**src/hdl/rdWb_consts.svh**
```systemverilog
`ifndef RDWB_CONSTS_SVH
`define RDWB_CONSTS_SVH

`define XLEN  64
`define NREGS 32

`define OP_LOAD   7'b0000011
`define OP_IMM    7'b0010011
`define OP_AUIPC  7'b0010111
`define OP_IMMW   7'b0011011
`define OP_STORE  7'b0100011
`define OP_REG    7'b0110011
`define OP_LUI    7'b0110111
`define OP_REGW   7'b0111011
`define OP_BRANCH 7'b1100011
`define OP_JALR   7'b1100111
`define OP_JAL    7'b1101111
`define OP_SYSTEM 7'b1110011

// funct7 groups
`define F7_BASE   7'b0000000
`define F7_MULDIV 7'b0000001
`define F7_ALT    7'b0100000

// result select
`define RES_ALU 2'd0
`define RES_MEM 2'd1
`define RES_PC4 2'd2

// upper bits of memSize
`define MEM_READ  2'b01
`define MEM_WRITE 2'b10

`define ALU_SLL    6'd1
`define ALU_SRL    6'd2
`define ALU_SRA    6'd3
`define ALU_ADD    6'd4
`define ALU_SUB    6'd5
`define ALU_DIV    6'd6
`define ALU_DIVU   6'd7
`define ALU_REM    6'd8
`define ALU_REMU   6'd9
`define ALU_MUL    6'd10
`define ALU_MULH   6'd11
`define ALU_MULHU  6'd12
`define ALU_MULHSU 6'd13
`define ALU_XOR    6'd14
`define ALU_OR     6'd15
`define ALU_AND    6'd16
`define ALU_SLT    6'd17
`define ALU_SLTU   6'd18
`define ALU_AUIPC  6'd19
`define ALU_LUI    6'd20
`define ALU_JALR   6'd21
`define ALU_JAL    6'd22
`define ALU_BEQ    6'd23
`define ALU_BNE    6'd24
`define ALU_BLT    6'd25
`define ALU_BGE    6'd26
`define ALU_BLTU   6'd27
`define ALU_BGEU   6'd28
`define ALU_ECALL  6'd29
`define ALU_SLLW   6'd33
`define ALU_SRLW   6'd34
`define ALU_SRAW   6'd35
`define ALU_ADDW   6'd36
`define ALU_SUBW   6'd37
`define ALU_DIVW   6'd38
`define ALU_DIVUW  6'd39
`define ALU_REMW   6'd40
`define ALU_REMUW  6'd41
`define ALU_MULW   6'd42

`endif

```
**src/hdl/rdWbPkg.sv**
```systemverilog
`include "rdWb_consts.svh"

package rdWbPkg;

    typedef logic [`XLEN-1:0] xlenT;      // data word
    typedef logic [31:0]      instrT;     // instruction word
    typedef logic [4:0]       regIdxT;    // register index
    typedef logic [5:0]       aluCtrlT;   // alu operation code
    typedef logic [1:0]       resultSrcT; // 0 alu, 1 mem, 2 pc+4
    typedef logic [4:0]       memSizeT;   // {direction, funct3}

    // decoded control of one lane
    typedef struct packed {
        logic      regWrite;
        resultSrcT resultSrc;
        memSizeT   memSize;
        aluCtrlT   aluCtrl;
        logic      aluSrc;    // immediate as operand b
        regIdxT    rs1;
        regIdxT    rs2;
        regIdxT    rd;
        logic      ecall;
    } decCtrlT;

    // register file read data of one lane
    typedef struct packed {
        xlenT rs1Data;
        xlenT rs2Data;
    } operandsT;

    // write-back request of one lane
    typedef struct packed {
        logic   regWrite;
        regIdxT rd;
        xlenT   result;
    } wbReqT;

endpackage

```
**src/hdl/immGen.sv**
```systemverilog
`timescale 1ns/1ps
`include "rdWb_consts.svh"

module immGen import rdWbPkg::*; (
    input  instrT instr,
    output xlenT  imm
);

    logic sgn;

    assign sgn = instr[31];

    always_comb begin
        case (instr[6:0])
            `OP_LOAD, `OP_IMM, `OP_IMMW, `OP_JALR: begin   // I
                imm = {{(`XLEN-12){sgn}}, instr[31:20]};
            end
            `OP_STORE: begin                               // S
                imm = {{(`XLEN-12){sgn}}, instr[31:25], instr[11:7]};
            end
            `OP_BRANCH: begin                              // B
                imm = {{(`XLEN-12){sgn}}, instr[7], instr[30:25], instr[11:8], 1'b0};
            end
            `OP_LUI, `OP_AUIPC: begin                      // U
                imm = {{(`XLEN-32){sgn}}, instr[31:12], 12'b0};
            end
            `OP_JAL: begin                                 // J
                imm = {{(`XLEN-20){sgn}}, instr[19:12], instr[20], instr[30:21], 1'b0};
            end
            default: imm = '0;
        endcase
    end

endmodule

```
**src/hdl/instrDecoder.sv**
```systemverilog
`timescale 1ns/1ps
`include "rdWb_consts.svh"

module instrDecoder import rdWbPkg::*; (
    input  logic    enable,
    input  instrT   instr,
    output decCtrlT ctrl,
    output xlenT    imm,
    output logic    jump,
    output logic    branch
);

    decCtrlT    dec;
    xlenT       immRaw;
    logic       jmp;
    logic       br;
    logic [2:0] funct3;
    logic [6:0] funct7;

    assign funct3 = instr[14:12];
    assign funct7 = instr[31:25];

    immGen immGen (
        .instr(instr),
        .imm  (immRaw)
    );

    always_comb begin
        dec = '0;
        jmp = 1'b0;
        br  = 1'b0;
        case (instr[6:0])
            `OP_LOAD: begin
                dec.regWrite  = 1'b1;
                dec.resultSrc = `RES_MEM;
                dec.memSize   = {`MEM_READ, funct3};
                dec.aluSrc    = 1'b1;
                dec.rs1       = instr[19:15];
                dec.rd        = instr[11:7];
                dec.aluCtrl   = `ALU_ADD;   // address calc
            end
            `OP_STORE: begin
                dec.memSize = {`MEM_WRITE, funct3};
                dec.aluSrc  = 1'b1;
                dec.rs1     = instr[19:15];
                dec.rs2     = instr[24:20];
                dec.aluCtrl = `ALU_ADD;
            end
            `OP_IMM, `OP_IMMW: begin
                dec.regWrite = 1'b1;
                dec.aluSrc   = 1'b1;
                dec.rs1      = instr[19:15];
                dec.rd       = instr[11:7];
                if (instr[3]) begin         // word forms
                    case (funct3)
                        3'b000: dec.aluCtrl = `ALU_ADDW;
                        3'b001: dec.aluCtrl = `ALU_SLLW;
                        3'b101: dec.aluCtrl = instr[30] ? `ALU_SRAW : `ALU_SRLW;
                        default: dec.aluCtrl = '0;
                    endcase
                end else begin
                    case (funct3)
                        3'b000: dec.aluCtrl = `ALU_ADD;
                        3'b001: dec.aluCtrl = `ALU_SLL;
                        3'b010: dec.aluCtrl = `ALU_SLT;
                        3'b011: dec.aluCtrl = `ALU_SLTU;
                        3'b100: dec.aluCtrl = `ALU_XOR;
                        3'b101: dec.aluCtrl = instr[30] ? `ALU_SRA : `ALU_SRL;
                        3'b110: dec.aluCtrl = `ALU_OR;
                        default: dec.aluCtrl = `ALU_AND;
                    endcase
                end
            end
            `OP_REG: begin
                dec.regWrite = 1'b1;
                dec.rs1      = instr[19:15];
                dec.rs2      = instr[24:20];
                dec.rd       = instr[11:7];
                case ({funct7, funct3})
                    {`F7_BASE, 3'b000}:   dec.aluCtrl = `ALU_ADD;
                    {`F7_BASE, 3'b001}:   dec.aluCtrl = `ALU_SLL;
                    {`F7_BASE, 3'b010}:   dec.aluCtrl = `ALU_SLT;
                    {`F7_BASE, 3'b011}:   dec.aluCtrl = `ALU_SLTU;
                    {`F7_BASE, 3'b100}:   dec.aluCtrl = `ALU_XOR;
                    {`F7_BASE, 3'b101}:   dec.aluCtrl = `ALU_SRL;
                    {`F7_BASE, 3'b110}:   dec.aluCtrl = `ALU_OR;
                    {`F7_BASE, 3'b111}:   dec.aluCtrl = `ALU_AND;
                    {`F7_ALT, 3'b000}:    dec.aluCtrl = `ALU_SUB;
                    {`F7_ALT, 3'b101}:    dec.aluCtrl = `ALU_SRA;
                    {`F7_MULDIV, 3'b000}: dec.aluCtrl = `ALU_MUL;
                    {`F7_MULDIV, 3'b001}: dec.aluCtrl = `ALU_MULH;
                    {`F7_MULDIV, 3'b010}: dec.aluCtrl = `ALU_MULHSU;
                    {`F7_MULDIV, 3'b011}: dec.aluCtrl = `ALU_MULHU;
                    {`F7_MULDIV, 3'b100}: dec.aluCtrl = `ALU_DIV;
                    {`F7_MULDIV, 3'b101}: dec.aluCtrl = `ALU_DIVU;
                    {`F7_MULDIV, 3'b110}: dec.aluCtrl = `ALU_REM;
                    {`F7_MULDIV, 3'b111}: dec.aluCtrl = `ALU_REMU;
                    default:              dec.aluCtrl = '0;
                endcase
            end
            `OP_REGW: begin
                dec.regWrite = 1'b1;
                dec.rs1      = instr[19:15];
                dec.rs2      = instr[24:20];
                dec.rd       = instr[11:7];
                case ({funct7, funct3})
                    {`F7_BASE, 3'b000}:   dec.aluCtrl = `ALU_ADDW;
                    {`F7_BASE, 3'b001}:   dec.aluCtrl = `ALU_SLLW;
                    {`F7_BASE, 3'b101}:   dec.aluCtrl = `ALU_SRLW;
                    {`F7_ALT, 3'b000}:    dec.aluCtrl = `ALU_SUBW;
                    {`F7_ALT, 3'b101}:    dec.aluCtrl = `ALU_SRAW;
                    {`F7_MULDIV, 3'b000}: dec.aluCtrl = `ALU_MULW;
                    {`F7_MULDIV, 3'b100}: dec.aluCtrl = `ALU_DIVW;
                    {`F7_MULDIV, 3'b101}: dec.aluCtrl = `ALU_DIVUW;
                    {`F7_MULDIV, 3'b110}: dec.aluCtrl = `ALU_REMW;
                    {`F7_MULDIV, 3'b111}: dec.aluCtrl = `ALU_REMUW;
                    default:              dec.aluCtrl = '0;
                endcase
            end
            `OP_LUI, `OP_AUIPC: begin
                dec.regWrite = 1'b1;
                dec.aluSrc   = 1'b1;
                dec.rd       = instr[11:7];
                dec.aluCtrl  = instr[5] ? `ALU_LUI : `ALU_AUIPC;
            end
            `OP_BRANCH: begin
                br      = 1'b1;
                dec.rs1 = instr[19:15];
                dec.rs2 = instr[24:20];
                case (funct3)
                    3'b000: dec.aluCtrl = `ALU_BEQ;
                    3'b001: dec.aluCtrl = `ALU_BNE;
                    3'b100: dec.aluCtrl = `ALU_BLT;
                    3'b101: dec.aluCtrl = `ALU_BGE;
                    3'b110: dec.aluCtrl = `ALU_BLTU;
                    3'b111: dec.aluCtrl = `ALU_BGEU;
                    default: dec.aluCtrl = '0;
                endcase
            end
            `OP_JALR, `OP_JAL: begin
                jmp           = 1'b1;
                dec.regWrite  = 1'b1;
                dec.resultSrc = `RES_PC4;   // link address
                dec.aluSrc    = 1'b1;
                dec.rd        = instr[11:7];
                if (instr[3]) begin
                    dec.aluCtrl = `ALU_JAL;
                end else begin
                    dec.rs1     = instr[19:15];
                    dec.aluCtrl = `ALU_JALR;
                end
            end
            `OP_SYSTEM: begin
                // only ecall, all other system encodings stay zero
                if (funct3 == 3'b000 && instr[31:20] == 12'h000) begin
                    dec.ecall   = 1'b1;
                    dec.aluCtrl = `ALU_ECALL;
                end
            end
            default: dec = '0;
        endcase
    end

    // stalled lane looks like a bubble
    assign ctrl   = enable ? dec : '0;
    assign imm    = enable ? immRaw : '0;
    assign jump   = enable & jmp;
    assign branch = enable & br;

endmodule

```
**config.mk**
```make
export PLATFORM = sky130hd
export DESIGN_NAME = instrDecoder
export DESIGN_NICKNAME = d
export VERILOG_FILES = /design/src/hdl/rdWbPkg.sv /design/src/hdl/immGen.sv /design/src/hdl/instrDecoder.sv
export VERILOG_INCLUDE_DIRS = /design/src /design/src/hdl
export SDC_FILE = /design/constraint.sdc
export NUM_CORES = 1
export LEC_CHECK = 0
export ABC_CLOCK_PERIOD_IN_PS = 3200
export BUFFER_PORTS_ARGS = -buffer_cell sky130_fd_sc_hd__buf_2
export CAP_MARGIN = 20
export CORE_AREA = 2 2 78 80
export DETAILED_ROUTE_END_ITERATION = 12
export DIE_AREA = 0 0 80 82
export MAX_ROUTING_LAYER = met4
export PLACE_DENSITY_LB_ADDON = 0.25
export SETUP_SLACK_MARGIN = 0.2
export SYNTH_ARGS = -nofsm -noshare
export SYNTH_HDL_FRONTEND = slang
export SYNTH_SLANG_ARGS = --single-unit
```
**constraint.sdc**
```tcl
create_clock -name vclk -period 3.2
set_input_delay 0.16 -clock vclk [all_inputs]
set_output_delay 0.16 -clock vclk [all_outputs]
set_load 0.01 [all_outputs]
```
==> parameters.txt <==
Parameter                              Value

Logic synthesis
  Sequential area share after synthesis    0%
  Number of library cell types mapped by synthesis    62
  Area fraction of the dominant cell type after synthesis    about 14%
  Net count of the mapped netlist    319
  Syn_area_per_cell    6.75 um2
  Post-synthesis cell area    between 1500 and 2000 um2
  Yosys warnings    0
  Largest cells by area after synthesis    sky130_fd_sc_hd__buf_4 (14%), sky130_fd_sc_hd__a21oi_2 (9.1%), sky130_fd_sc_hd__and2_1 (7.1%)
  Post-synthesis cell type with the largest combined area    sky130_fd_sc_hd__buf_4
  Number of cells produced by synthesis    roughly 290

Cells and area
  Antenna diode count    0
  Sequential cell area    0 um2
  Count of sequential standard cells    0
  Net count of the finished layout    around 400
  Share of post-route cells with drive strength above 1    a little under half
  Non-Filler Instances    around 440
  Clock buffers    0
  Number of filler instances in the final layout    approximately 640
  Syn-to-layout area delta    18.4%

Timing
  Slew HR    61.5%
  Post-route fraction of the period consumed by the critical path    roughly two thirds
  Setup repair after global routing missed its margin    false
  Crit path time final    approximately 2.2 ns
  Pins over their slew limit    0
  Slew at the pin with the worst max-slew slack    about 0.58 ns
  Final setup violation count    0
  Setup TNS after final layout    0 ns
  Final Hold Violating Endpoints    0
  Max Freq    between 400 and 500 MHz

Global route
  Global-route congestion overflow total    0
  Overall global routing resource usage    approximately a fifth
  Maximum number of pins on one net before global-route repair    34
  Number of global-route vias before repair    approximately 1,900
  Initial antenna violation count    0
  First-pass GRT wire length    10,100 um

Clock tree
  Post CTS Setup Buffer Count    0
  Number of hold-repair buffers added at the cts stage    0
  Post-CTS sizing    0

Setup path
  Required time of the critical path    about 3 ns
  Highest net fanout along the worst path    18
  Endpoint kind of the worst setup timing path    primary output
  Startpoint kind of the worst setup timing path    input pin
  Sum of buffers and inverters on the critical path    3
  Critical path class    input pin to primary output
  Worst path top cell family by delay    buffers and inverters
  Worst path cell trace    buf_2 -> and3b_1 -> and3_1 -> o21ai_4 -> buf_4 -> a21oi_2 -> buf_2
  Critical-path top delay cell    sky130_fd_sc_hd__and3_1
  Crit path top cell by count    sky130_fd_sc_hd__buf_2
  Critical path data arrival time    around 2.0 ns
  Maximum cell stage delay along the critical path    0.39 ns

Floorplanning
  Area of the die    6560 um2
  Area of the core    5750 um2
  Die Ht    ~82 um
  IO Pins    130
  Die boundary width    80 um
  Number of placement rows    28
  Starting Density    between 30% and 40%

Drt
  Detailed-route wire length    6460 um
  Via count    about 2,300
  First DRT Iteration DRCs    116
  Routed vias/inst    5.37
  First-pass iteration count of the detailed router    4
  Post-route DRC violation count    0
  Wire length per cell after detailed routing    about 15 um
  Antenna violation net count after detailed routing    0

Power and ir drop
  Cell-internal power    around 0.061 mW
  Portion of total power attributed to the clock network    0%
  Power density normalized to cell area    73.9 nW/um2
  Sw Share    roughly 64%
  Fraction of power consumed by combinational cells    100.0%
  Sequential group share of total power    0%
  Switching power    roughly 0.11 mW
  Total power    0.169 mW
  Worst vdd rail ir drop    approximately 47 uV
  Leakage power figure    between 1 and 1.5 nW

Worst hold path
  Worst min-delay path class    input pin to primary output

Placed design
  RD Place Congestion    0.883
  Buffers added on ports    130
  Count of placed standard cells including taps    ~440
  HPWL after detailed placement    ~4900 um

Job
  Max-cap check violation count    0

Run status
  Result of the run    finished, final reports clean
==> synth_stat cells (all sizes together) (3+ instances only) <==
master and count:
a22oi 4, clkbuf 5, a21oi 31, nor2b 15
inv 7, nor3 9, a31oi 7, and3b 3
a32oi 3, nor3b 4, nor2 13, buf 52
o21ai 12, a21o 3, nand2 32, and3 10
nor4 4, nand3 6, and4 3, nand2b 4
o21a 3, and2 22
==> through the flow <==
stage	area (um2)	setup WS, ns	util (%)	hold slack, ns
2_1_floorplan	1930	0.476	-	0.439
3_3_place_gp	2280	1.11	39.8	0.625
3_5_place_dp	2280	1.06	39.8	0.624
4_1_cts	2280	1.05	39.8	0.627
5_1_grt	2280	0.855	39.8	0.647
6_report	2280	1.03	39.8	0.623
==> area by class of cell <==
type	instances	area [um2]	area share (%)
Timing Repair Buffer	132	666	29.1
Tap cell	75	93.8	4.11
Multi-Input combinational cell	222	1500	65.6
Inverter	7	26.3	1.15
==> routing by layer <==
metal	up-vias	share of wire [%]	track usage, %
li1	1146	-	-
met1	1091	45	26.0
met2	101	49	32.8
met3	4	5.9	0.220
met4	0	0.56	2.20
met5	-	0	-
==> power groups by stage <==
| stage | registers (mW) | logic, mW | clock network, mW |
|---|---|---|---|
| 2_1_floorplan | 0 | 0.120 | 0 |
| 3_3_place_gp | 0 | 0.166 | 0 |
| 3_5_place_dp | 0 | 0.166 | 0 |
| 4_1_cts | 0 | 0.167 | 0 |
| 5_1_grt | 0 | 0.185 | 0 |
| 6_report | 0 | 0.169 | 0 |
==> cell usage in the layout, fill, tap and decap left out, types with 2 or more instances in the layout <==
cell,n
sky130_fd_sc_hd__a21o_1,3
sky130_fd_sc_hd__a21oi_1,10
sky130_fd_sc_hd__a21oi_2,20
sky130_fd_sc_hd__a22oi_1,4
sky130_fd_sc_hd__a31oi_1,7
sky130_fd_sc_hd__a32oi_1,3
sky130_fd_sc_hd__and2_1,22
sky130_fd_sc_hd__and3_1,10
sky130_fd_sc_hd__and3b_1,3
sky130_fd_sc_hd__and4_1,3
sky130_fd_sc_hd__buf_2,130
sky130_fd_sc_hd__buf_4,2
sky130_fd_sc_hd__inv_1,6
sky130_fd_sc_hd__nand2_1,30
sky130_fd_sc_hd__nand2_2,2
sky130_fd_sc_hd__nand2b_1,4
sky130_fd_sc_hd__nand3_1,6
sky130_fd_sc_hd__nand3b_1,2
sky130_fd_sc_hd__nor2_1,11
sky130_fd_sc_hd__nor2_2,2
sky130_fd_sc_hd__nor2b_1,14
sky130_fd_sc_hd__nor3_1,7
sky130_fd_sc_hd__nor3_2,2
sky130_fd_sc_hd__nor3b_1,3
sky130_fd_sc_hd__nor4_1,4
sky130_fd_sc_hd__o2111a_1,2
sky130_fd_sc_hd__o21a_1,2
sky130_fd_sc_hd__o21ai_0,10
sky130_fd_sc_hd__o21bai_1,2
sky130_fd_sc_hd__o31ai_1,2
sky130_fd_sc_hd__o32ai_1,2
sky130_fd_sc_hd__or4_4,2
sky130_fd_sc_hd__xnor2_1,2
==> path summary, 6_finish.rpt <==
check	startpoint	endpoint	depth (start not counted)
hold / removal	instr[11]	ctrl[5]	3
setup / recovery	instr[3]	imm[12]	7
==> cell families after synthesis <==
group           share of synthesized area, %
simple gates                            40.6
compound gates                          34.6
buf+inv                                 22.3
xor+xnor                                1.36
mux                                     1.10
Power figures use the tool's default switching activity.
